<file path="src/verilog/cache_axi_pkg.sv">
package cache_axi_pkg;

    // line and beat geometry
    localparam int BEAT_W     = 32;
    localparam int LINE_W     = 512;
    localparam int LINE_BEATS = LINE_W / BEAT_W;   // 16 beats per line
    localparam int ADDR_W     = 32;
    localparam int LEN_W      = 8;                 // axi4 burst length field
    localparam int STRB_W     = BEAT_W / 8;

    // burst memory depth in words
    localparam int MEM_WORDS  = 1024;

    // fixed burst attributes
    localparam logic [2:0] AXI_SIZE_WORD  = 3'd2;  // 4 bytes per beat
    localparam logic [1:0] AXI_BURST_INCR = 2'd1;

    // bridge read FSM
    localparam logic [2:0] RD_IDLE  = 3'd0;
    localparam logic [2:0] RD_IADDR = 3'd1;
    localparam logic [2:0] RD_IDATA = 3'd2;
    localparam logic [2:0] RD_DADDR = 3'd3;
    localparam logic [2:0] RD_DDATA = 3'd4;

    // bridge write FSM
    localparam logic [1:0] WR_IDLE = 2'd0;
    localparam logic [1:0] WR_ADDR = 2'd1;
    localparam logic [1:0] WR_DATA = 2'd2;
    localparam logic [1:0] WR_RESP = 2'd3;

    // memory channel FSM
    localparam logic [1:0] MEM_IDLE  = 2'd0;
    localparam logic [1:0] MEM_READ  = 2'd1;
    localparam logic [1:0] MEM_WRITE = 2'd2;
    localparam logic [1:0] MEM_RESP  = 2'd3;

endpackage
</file>
<file path="src/verilog/cache_axi_bridge.sv">
`timescale 1ns/1ps

module cache_axi_bridge (
    input  logic                             aclk,
    input  logic                             aresetn,

    // instruction cache read
    input  logic [cache_axi_pkg::ADDR_W-1:0] i_ic_raddr,
    input  logic [cache_axi_pkg::LEN_W-1:0]  i_ic_rlen,
    input  logic                             i_ic_rvalid,
    output logic [cache_axi_pkg::LINE_W-1:0] o_ic_rdata,
    output logic                             o_ic_rready,

    // data cache read
    input  logic [cache_axi_pkg::ADDR_W-1:0] i_dc_raddr,
    input  logic [cache_axi_pkg::LEN_W-1:0]  i_dc_rlen,
    input  logic                             i_dc_rvalid,
    output logic [cache_axi_pkg::LINE_W-1:0] o_dc_rdata,
    output logic                             o_dc_rready,

    // data cache write
    input  logic [cache_axi_pkg::ADDR_W-1:0] i_dc_waddr,
    input  logic [cache_axi_pkg::LINE_W-1:0] i_dc_wdata,
    input  logic [cache_axi_pkg::LEN_W-1:0]  i_dc_wlen,
    input  logic [cache_axi_pkg::STRB_W-1:0] i_dc_wstrb,
    input  logic                             i_dc_wvalid,
    output logic                             o_dc_wready,

    // axi4 master
    output logic [cache_axi_pkg::ADDR_W-1:0] o_ar_addr,
    output logic [cache_axi_pkg::LEN_W-1:0]  o_ar_len,
    output logic                             o_ar_valid,
    input  logic                             i_ar_ready,
    input  logic [cache_axi_pkg::BEAT_W-1:0] i_r_data,
    input  logic                             i_r_last,
    input  logic                             i_r_valid,
    output logic                             o_r_ready,
    output logic [cache_axi_pkg::ADDR_W-1:0] o_aw_addr,
    output logic [cache_axi_pkg::LEN_W-1:0]  o_aw_len,
    output logic                             o_aw_valid,
    input  logic                             i_aw_ready,
    output logic [cache_axi_pkg::BEAT_W-1:0] o_w_data,
    output logic [cache_axi_pkg::STRB_W-1:0] o_w_strb,
    output logic                             o_w_last,
    output logic                             o_w_valid,
    input  logic                             i_w_ready,
    input  logic                             i_b_valid,
    output logic                             o_b_ready
);

    import cache_axi_pkg::*;

    localparam int OFS_W = AXI_SIZE_WORD;            // byte offset bits within a beat

    logic [2:0]                      rd_state;
    logic [2:0]                      rd_next;
    logic                            r_hs;
    logic                            r_done;
    logic [(LINE_BEATS-1)*BEAT_W-1:0] rd_low;
    logic [LINE_W-1:0]               rd_line;

    logic [1:0]                      wr_state;
    logic [1:0]                      wr_next;
    logic [LEN_W-1:0]                w_cnt;
    logic                            w_hs;
    logic [OFS_W-1:0]                w_ofs;
    logic [LINE_W-1:0]               w_line_sh;

    // read path
    assign o_r_ready = (rd_state == RD_IDATA) || (rd_state == RD_DDATA);
    assign r_hs      = i_r_valid & o_r_ready;
    assign r_done    = r_hs & i_r_last;

    always_ff @(posedge aclk or negedge aresetn)
    begin
        if (!aresetn)
        begin
            rd_state <= RD_IDLE;
        end
        else
        begin
            rd_state <= rd_next;
        end
    end

    always_comb
    begin
        rd_next    = rd_state;
        o_ar_valid = 1'b0;
        o_ar_addr  = i_dc_raddr;
        o_ar_len   = i_dc_rlen;
        case (rd_state)
            RD_IDLE:
            begin
                if (i_dc_rvalid)                     // data cache always wins
                begin
                    o_ar_valid = 1'b1;
                    rd_next    = i_ar_ready ? RD_DDATA : RD_DADDR;
                end
                else if (i_ic_rvalid)
                begin
                    o_ar_valid = 1'b1;
                    o_ar_addr  = i_ic_raddr;
                    o_ar_len   = i_ic_rlen;
                    rd_next    = i_ar_ready ? RD_IDATA : RD_IADDR;
                end
            end
            RD_IADDR:
            begin
                o_ar_valid = 1'b1;
                o_ar_addr  = i_ic_raddr;
                o_ar_len   = i_ic_rlen;
                if (i_ar_ready)
                begin
                    rd_next = RD_IDATA;
                end
            end
            RD_DADDR:
            begin
                o_ar_valid = 1'b1;
                if (i_ar_ready)
                begin
                    rd_next = RD_DDATA;
                end
            end
            RD_IDATA, RD_DDATA:
            begin
                if (r_done)
                begin
                    rd_next = RD_IDLE;
                end
            end
            default:
            begin
                rd_next = RD_IDLE;
            end
        endcase
    end

    line_collector collector_i (
        .aclk       (aclk),
        .aresetn    (aresetn),
        .i_shift    (r_hs),
        .i_flush    (r_done),
        .i_beat     (i_r_data),
        .o_line_low (rd_low)
    );

    assign rd_line     = {i_r_data, rd_low};        // live last beat on top
    assign o_ic_rready = r_done & (rd_state == RD_IDATA);
    assign o_dc_rready = r_done & (rd_state == RD_DDATA);
    assign o_ic_rdata  = o_ic_rready ? rd_line : '0;
    assign o_dc_rdata  = o_dc_rready ? rd_line : '0;

    // write path
    assign w_ofs     = i_dc_waddr[OFS_W-1:0];
    assign w_line_sh = i_dc_wdata << {w_ofs, 3'b000};
    assign o_w_strb  = i_dc_wstrb << w_ofs;
    assign o_aw_addr = i_dc_waddr;
    assign o_aw_len  = i_dc_wlen;

    assign o_aw_valid  = (wr_state == WR_ADDR);
    assign o_w_valid   = (wr_state == WR_DATA);
    assign o_b_ready   = (wr_state == WR_RESP);
    assign w_hs        = o_w_valid & i_w_ready;
    assign o_w_last    = o_w_valid & (w_cnt == i_dc_wlen);
    assign o_dc_wready = w_hs & o_w_last;

    always_comb
    begin
        wr_next = wr_state;
        case (wr_state)
            WR_IDLE:
            begin
                if (i_dc_wvalid)
                begin
                    wr_next = WR_ADDR;
                end
            end
            WR_ADDR:
            begin
                if (i_aw_ready)
                begin
                    wr_next = WR_DATA;
                end
            end
            WR_DATA:
            begin
                if (o_dc_wready)
                begin
                    wr_next = WR_RESP;
                end
            end
            default:
            begin
                if (i_b_valid)
                begin
                    wr_next = WR_IDLE;
                end
            end
        endcase
    end

    always_ff @(posedge aclk or negedge aresetn)
    begin
        if (!aresetn)
        begin
            wr_state <= WR_IDLE;
            w_cnt    <= '0;
        end
        else
        begin
            wr_state <= wr_next;
            if (wr_state == WR_ADDR)
            begin
                w_cnt <= '0;
            end
            else if (w_hs)
            begin
                w_cnt <= w_cnt + 1'b1;               // handshakes only, not bare ready
            end
        end
    end

    line_serializer serializer_i (
        .aclk      (aclk),
        .aresetn   (aresetn),
        .i_load    ((wr_state == WR_IDLE) & i_dc_wvalid),
        .i_line    (w_line_sh),
        .i_advance (w_hs),
        .o_beat    (o_w_data)
    );

endmodule

</file>
<file path="src/verilog/line_serializer.sv">
`timescale 1ns/1ps

module line_serializer (
    input  logic                             aclk,
    input  logic                             aresetn,
    input  logic                             i_load,     // capture shifted write line
    input  logic [cache_axi_pkg::LINE_W-1:0] i_line,
    input  logic                             i_advance,  // w beat accepted
    output logic [cache_axi_pkg::BEAT_W-1:0] o_beat
);

    import cache_axi_pkg::*;

    logic [LINE_W-1:0] line_q;

    always_ff @(posedge aclk or negedge aresetn)
    begin
        if (!aresetn)
        begin
            line_q <= '0;
        end
        else if (i_load)
        begin
            line_q <= i_line;
        end
        else if (i_advance)
        begin
            line_q <= {{BEAT_W{1'b0}}, line_q[LINE_W-1:BEAT_W]};  // next word to bottom
        end
    end

    // current beat is always the low word
    assign o_beat = line_q[BEAT_W-1:0];

endmodule

</file>
<file path="src/verilog/line_collector.sv">
`timescale 1ns/1ps

module line_collector (
    input  logic                                 aclk,
    input  logic                                 aresetn,
    input  logic                                 i_shift,    // one r beat accepted
    input  logic                                 i_flush,    // final beat of the burst
    input  logic [cache_axi_pkg::BEAT_W-1:0]     i_beat,
    output logic [(cache_axi_pkg::LINE_BEATS-1)*cache_axi_pkg::BEAT_W-1:0] o_line_low
);

    import cache_axi_pkg::*;

    localparam int LOW_W = (LINE_BEATS - 1) * BEAT_W;

    logic [LOW_W-1:0] line_q;

    // newest beat enters at the top, older beats drift down one word
    always_ff @(posedge aclk or negedge aresetn)
    begin
        if (!aresetn)
        begin
            line_q <= '0;
        end
        else if (i_flush)
        begin
            line_q <= '0;                            // next burst starts from zero
        end
        else if (i_shift)
        begin
            line_q <= {i_beat, line_q[LOW_W-1:BEAT_W]};
        end
    end

    assign o_line_low = line_q;

endmodule

</file>
<file path="config.mk">
export PLATFORM = sky130hd
export DESIGN_NAME = cache_axi_bridge
export DESIGN_NICKNAME = d
export VERILOG_FILES = /design/src/verilog/cache_axi_pkg.sv /design/src/verilog/cache_axi_bridge.sv /design/src/verilog/line_serializer.sv /design/src/verilog/line_collector.sv
export SDC_FILE = /design/constraint.sdc
export NUM_CORES = 2
export LEC_CHECK = 0
export BUFFER_PORTS_ARGS = -buffer_cell sky130_fd_sc_hd__buf_2
export CAP_MARGIN = 20
export CORE_AREA = 8 8 713 715
export CTS_CLUSTER_SIZE = 8
export DETAILED_ROUTE_END_ITERATION = 12
export DIE_AREA = 0 0 721 723
export GPL_ROUTABILITY_DRIVEN = 0
export PLACE_DENSITY_LB_ADDON = 0.15
export SYNTH_ARGS = -nofsm -noshare
export SYNTH_HDL_FRONTEND = slang
export SYNTH_SLANG_ARGS = --single-unit
</file>
<file path="constraint.sdc">
create_clock -name aclk -period 3.8 [get_ports aclk]
set_input_delay 0.19 -clock aclk [delete_from_list [all_inputs] [get_ports aclk]]
set_output_delay 0.19 -clock aclk [all_outputs]
set_load 0.01 [all_outputs]
</file>
; ---- Word-level counts from Yosys, hierarchy flattened
; Index checks and enable logic that the tools add are counted.
[classes]
addsub = 1
n_eq_ne = 15
shift = 2
muxes = 30
bitwise_logic = 8
n_reduce_logical = 11
[op_table]
columns = operator, n
row1 = 512-bit 2-to-1 mux, 4
row2 = 480-bit 2-to-1 mux, 2
row3 = 512-bit by 5-bit left shift with 512-bit output, 1
row4 = 32-bit 2-to-1 mux, 2
row5 = 32-bit one-hot mux with 2 select lines, 1
row6 = 8-bit 2-to-1 mux, 4
row7 = 3-bit 2-to-1 mux, 6
row8 = 8-bit one-hot mux with 2 select lines, 1
row9 = 3-bit one-hot mux with 4 select lines, 1
row10 = 2-bit 2-to-1 mux, 5
row11 = "2-bit inequality test, second input constant", 5
row12 = "8-bit by 1-bit adder with 8-bit output, second input constant", 1
row13 = 1-bit AND, 8
row14 = 8-bit equality test, 1
row15 = 4-bit AND reduction, 2
row16 = "3-bit by 2-bit equality test with 1-bit output, second input constant", 2
row17 = 2-bit one-hot mux with 3 select lines, 1
row18 = 2-bit nonzero test, 3
row19 = "2-bit equality test, second input constant", 2
row20 = 4-bit nonzero test, 1
row21 = 2-bit OR reduction, 2
row22 = 4-bit by 2-bit left shift with 4-bit output, 1
row23 = "3-bit by 1-bit equality test with 1-bit output, second input constant", 1
row24 = "3-bit equality test, second input constant", 1
row25 = other kinds (8), 9
[totals]
register_bits = 1005
in_bits = 679
out_inout_bits = 1149

; ---- Depth between registers and ports, before layout
[logic_depth]
ltp_word = 6
ltp_mapped = 9

; ---- Hierarchy
; From an unflattened synthesis, not the netlist that was laid out.
[unflattened]
hier_cells = 5811
hier_area_um2 = 64102.7
[modules_own_cells]
columns = module, instances, cells_per_inst, area_per_inst_um2, seq_area_each_um2
row1 = line_serializer, 1, 2251, 24104.4, 12812.3
row2 = cache_axi_bridge, 1, 2013, 20674.8, 325.3
row3 = line_collector, 1, 1547, 19323.5, 12011.5

; ---- Least setup slack after synthesis
; No wires, ideal clock.
[synth_timing]
kind = reg-to-reg
from = register wr_state[0]
to = register wr_state[1]
setup_time_ps = 128
arrival_time_ps = 1974
slack_ps = 1698
stages_incl_launch_ff = 8
n_path_buf = 0
period_less_slack_ps = 2102
path_cell_list = dfrtp_1 -> inv_1 -> ha_1 -> inv_1 -> a221o_1 -> nor4_2 -> o21bai_1 -> mux2_1
[synth_via]
elab_chain_cells = 5
[synth_lines]
columns = item, line
row1 = from (decl), cache_axi_bridge.sv:62  ; logic [1:0] wr_state;
row2 = from (signal assigned), cache_axi_bridge.sv:213  ; wr_state <= wr_next;
row3 = 2-bit equality test *, cache_axi_bridge.sv:163  ; assign o_w_valid = (wr_state == WR_DATA);
row4 = via o_w_valid, cache_axi_bridge.sv:45  ; output logic o_w_valid,
row5 = "1-bit AND, on equally long branches", "cache_axi_bridge.sv:165, cache_axi_bridge.sv:166"
row6 = 1-bit AND *, cache_axi_bridge.sv:167  ; assign o_dc_wready = w_hs & o_w_last;
row7 = via o_dc_wready, cache_axi_bridge.sv:27  ; output logic o_dc_wready,
row8 = 2-bit inequality test (no source line) *, --
row9 = 4-bit AND reduction (no source line) *, --
; The timed path passes the listed nets; every way through them passes the cells marked *.
; A chain may end at the register's enable or synchronous reset.

; ---- Worst setup path in the final report
[layout_timing]
from = register rd_state[1]
to = output port o_ic_rdata[397] in the netlist's numbering
[layout_via]
elab_chain_cells = 6
[layout_lines]
columns = item, line
row1 = from (decl), cache_axi_bridge.sv:55  ; logic [2:0] rd_state;
row2 = from (signal assigned), cache_axi_bridge.sv:82  ; rd_state <= rd_next;
row3 = 3-bit by 2-bit equality test with 1-bit output / 3-bit equality test (equally long branches), "cache_axi_bridge.sv:70, cache_axi_bridge.sv:150"
row4 = 1-bit logical OR, cache_axi_bridge.sv:70  ; assign o_r_ready = (rd_state == RD_IDATA) || (rd_state == RD_DDATA);
row5 = 1-bit AND, cache_axi_bridge.sv:71  ; assign r_hs = i_r_valid & o_r_ready;
row6 = 1-bit AND, cache_axi_bridge.sv:72  ; assign r_done = r_hs & i_r_last;
row7 = 1-bit AND *, cache_axi_bridge.sv:150  ; assign o_ic_rready = r_done & (rd_state == RD_IDATA);
row8 = 512-bit 2-to-1 mux *, cache_axi_bridge.sv:152  ; assign o_ic_rdata = o_ic_rready ? rd_line : '0;
row9 = to (decl), cache_axi_bridge.sv:11  ; output logic [cache_axi_pkg::LINE_W-1:0] o_ic_rdata,
; Every way passes the cells marked *; elsewhere a longest branch is shown, timed or not.

==> results.py <==
metrics = {
    "worst_setup_path": {
        "critPathMostFrequentCell": "buf_12",
        "cp_slowest_stage_delay_ps": 560,
        "worstPathCellList": "nand2b_1 -> nor2_4 -> buf_12 -> buf_12 -> buf_12 -> and2_1 -> buf_2",
        "crit_fanout": 118,
        "reg2reg_from": "wr_state[0]$_DFFE_PN0P_",
        "worstRegToRegCells": 9,
        "critPathLaunchType": "flop",
        "required_ps": 3610,
        "rr_endpoint": "wr_state[1]$_DFFE_PN0P_",
        "r2r_setup_slack_ps": 250,
        "endpoint_kind": "primary output",
        "crit_arrival_ps": 3430,
        "slowest_stage": "dfrtp_1",
        "crit_type": "reg -> out",
    },
    "floorplanning": {
        "rows": 259,
        "die_width_um": 721,
        "start_util_pct": 12.72,
        "ios": 1828,
        "die-area_mm2": 0.5213,
        "die_h_um": 723,
        "core_area_mm2": 0.4965,
    },
    "sta": {
        "finalSetupViolCount": 0,
        "hold_viol_final": 0,
        "hold_slack_ps": 90.45,
        "rsz0062_at_grt": "no",
        "fin_skew_ps": 119.5,
        "period_minus_slack_ps": 3621,
        "tightestPinTransition_ps": 1080,
        "fin_crit_sh_pct": 95.30,
        "slew_headroom_pct": 27.97,
        "fmax_mhz": 276.2,
        "drv_slew": 0,
        "finalSetupTns_ps": 0,
        "fin_ws_ps": 178.8,
    },
    "synthesis": {
        "synth_top_area_cell": "dfrtp_1",
        "synth_top_family_by_area": "simple AND/OR/NAND/NOR gates",
        "yosysWarnings": 0,
        "syn_inst": 6787,
        "synthFlopType": "dfrtp_1",
        "synth_edf_count": 0,
        "synth_area_mm2": 0.06317,
        "synth.area.mux_share_pct": 18.11,
        "synth_fa_ha_area_share_pct": 0.1188,
        "synthArstFlopShare_pct": 100.0,
        "synthDistinctLibCells": 48,
        "ys_seq_area_share_pct": 39.81,
        "synthXorXnorAreaFrac_pct": 0.1941,
        "avgSynthCellArea_um2": 9.308,
        "synth_compound_area_share_pct": 5.884,
        "synth_simple_gate_area_share_pct": 30.42,
        "synth_top_area_share_pct": 39.81,
        "synth_nets": 7472,
        "synth.area.top_cells": "dfrtp_1, mux4_2, nand2_1",
        "synth_seq_cells": 1005,
    },
    "min_path": {
        "holdPathEnd": "serializer_i.line_q[473]$_DFFE_PN0P_",
        "hold_class": "in -> reg",
        "min-delay-start": "i_dc_wdata[473]",
        "whs_path_depth": 4,
    },
    "global_routing": {
        "grt_pass1_wl_mm": 648.2,
        "antenna_found_initial": 193,
        "grt_max_degree": 195,
        "grt_usage_pct": 18.14,
        "grt_overflow_total": 0,
        "grt_pass1_vias": 65610,
    },
    "place": {
        "dpl_cell_area_mm2": 0.07946,
        "numPortBuffers": 1767,
        "hpwlAfterDp_mm": 404.1,
        "place_ws_ps": 986.7,
        "dp_cells": 14700,
    },
    "routing": {
        "totalWireLength_mm": 496.9,
        "dr.pass1.iters": 9,
        "vias": 64960,
        "viasPerCell": 4.090,
        "drtAntennaViolNets": 0,
        "drt-initial-drc-count": 5710,
        "drc": 0,
        "wl_per_cell_um": 31.28,
    },
    "finish": {
        "area_growth_pct": 47.26,
        "fin_area_mm2": 0.09303,
        "fin_nets": 9773,
        "fin_util_pct": 18.74,
        "drive_above_1_share_pct": 29.20,
        "stdcell_count": 15880,
    },
    "power_and_ir_drop": {
        "finalPower_mw": 51.22,
        "ir_worst_vdd_uv": 370.3,
        "leakagePower_nw": 43.10,
        "p_per_area_mw_per_mm2": 550.6,
    },
    "status": {
        "status": "completed",
    },
    "cts": {
        "cts_root_buffer": "clkbuf_16",
        "clkTransAtPathRegs_ps": 50,
        "post_cts_buffers": 0,
        "clock_sinks": 1005,
        "h-tree-depth": 4,
        "clock_latency_ps": 910,
        "clk_path_buf_depth": 4,
        "tritoncts": "yes",
        "cts_buffers": 157,
    },
    "run": {
        "maxCapViolCount": 0,
    },
}
## power by group
group          total (mW)  internal, mW  switching [mW]
registers            18.8          14.2            4.60
logic                18.7          6.84            11.8
clock network        13.8          7.95            5.84
total                51.2          28.9            22.3
## worst max path at each step
stage                     cells after the start  slack (ps)                      end                     from
after CTS                                     7          40          o_ic_rdata[235]  rd_state[0]$_DFFE_PN0P_
after global placement                        7        1090          o_ic_rdata[238]  rd_state[0]$_DFFE_PN0P_
final                                         7         180          o_ic_rdata[397]  rd_state[1]$_DFFE_PN0P_
after floorplan                               7        1700  wr_state[1]$_DFFE_PN0P_  wr_state[0]$_DFFE_PN0P_
after global routing                          7          40          o_ic_rdata[457]  rd_state[1]$_DFFE_PN0P_
after detailed placement                      7         990          o_ic_rdata[235]  rd_state[0]$_DFFE_PN0P_
## cell type report
type / instances / area (um^2)
Sequential cell: 1005 / 25150
Clock inverter: 14 / 186.4
Fill cell: 55670 / 403400
Clock buffer: 207 / 4332
Inverter: 7 / 26.28
Tap cell: 6655 / 8327
Antenna cell: 79 / 197.7
Multi-Input combinational cell: 5090 / 34630
Timing Repair Buffer: 2827 / 20180
## cell usage in the layout (no fill, tap or decap), drive strengths merged, types with 12 or more instances in the layout
master,synthesis,layout
nor2,514,515
mux2i,55,55
a221oi,16,16
a31oi,445,445
and2,1026,1026
buf,319,1948
nand2,1882,1882
a22o,16,16
diode,0,79
mux2,73,73
mux4,447,447
a21oi,29,29
clkbuf,367,207
inv,7,12
dlygate4sd3,0,879
nand3b,481,481
dfrtp,1005,1005
a222oi,16,16
o221ai,17,17
## sequential cells by signal, summed over array words and instances, names as in the netlist
register / cells
rd_state: 3
serializer_i.line_q: 512
wr_state: 2
w_cnt: 8
collector_i.o_line_low: 480
## worst max-delay path: cells and delay by family (launching register included)
| family | cells | cell delay (ps) |
|---|---|---|
| buffers and inverters | 4 | 990 |
| flip-flops | 1 | 560 |
| AND/OR/NAND/NOR | 3 | 910 |
## what timing repair did
| action | 4_1_cts | 5_1_grt |
|---|---|---|
| gates resized for setup | 0 | 0 |
| hold buffers | 880 | 0 |
| setup endpoints to repair | 0 | 4 |
| endpoints found under the hold margin | 1062 | 0 |
## synth_stat cells (3+ instances only)
cell type / n
a211oi_1: 9
a21oi_1: 29
a221oi_1: 16
a222oi_1: 16
a22o_1: 16
a31oi_1: 445
and2_1: 1026
buf_1: 18
buf_2: 161
buf_4: 107
buf_6: 33
clkbuf_1: 367
dfrtp_1: 1005
ha_1: 6
inv_1: 6
mux2_2: 72
mux2i_1: 55
mux4_2: 447
nand2_1: 1882
nand2b_1: 4
nand3b_1: 480
nand4_1: 4
nor2_1: 514
nor2b_1: 5
nor3b_1: 4
o211ai_1: 8
o21ai_0: 3
o221ai_1: 17
xnor2_1: 10
xor2_1: 4
## kinds of logic after synthesis
family	after synthesis
flip-flops	1005
AND/OR/NAND/NOR	3928
buffers and inverters	693
AO/OA/AOI/OAI	566
adder cells (fa/ha/maj)	6
XOR/XNOR	14
multiplexers	575
## routing by layer
layer | vias to the layer above | wire length (um) | GRT usage (%) | part of all wire, %
li1 | 27820 | - | - | -
met1 | 33510 | 188000 | 20.66 | 38
met2 | 2821 | 248900 | 32.12 | 50
met3 | 730 | 31200 | 4.137 | 6.3
met4 | 86 | 27560 | 8.258 | 5.5
met5 | - | 1197 | 0.6593 | 0.24
Note: power is estimated with default switching activity, not from simulation.
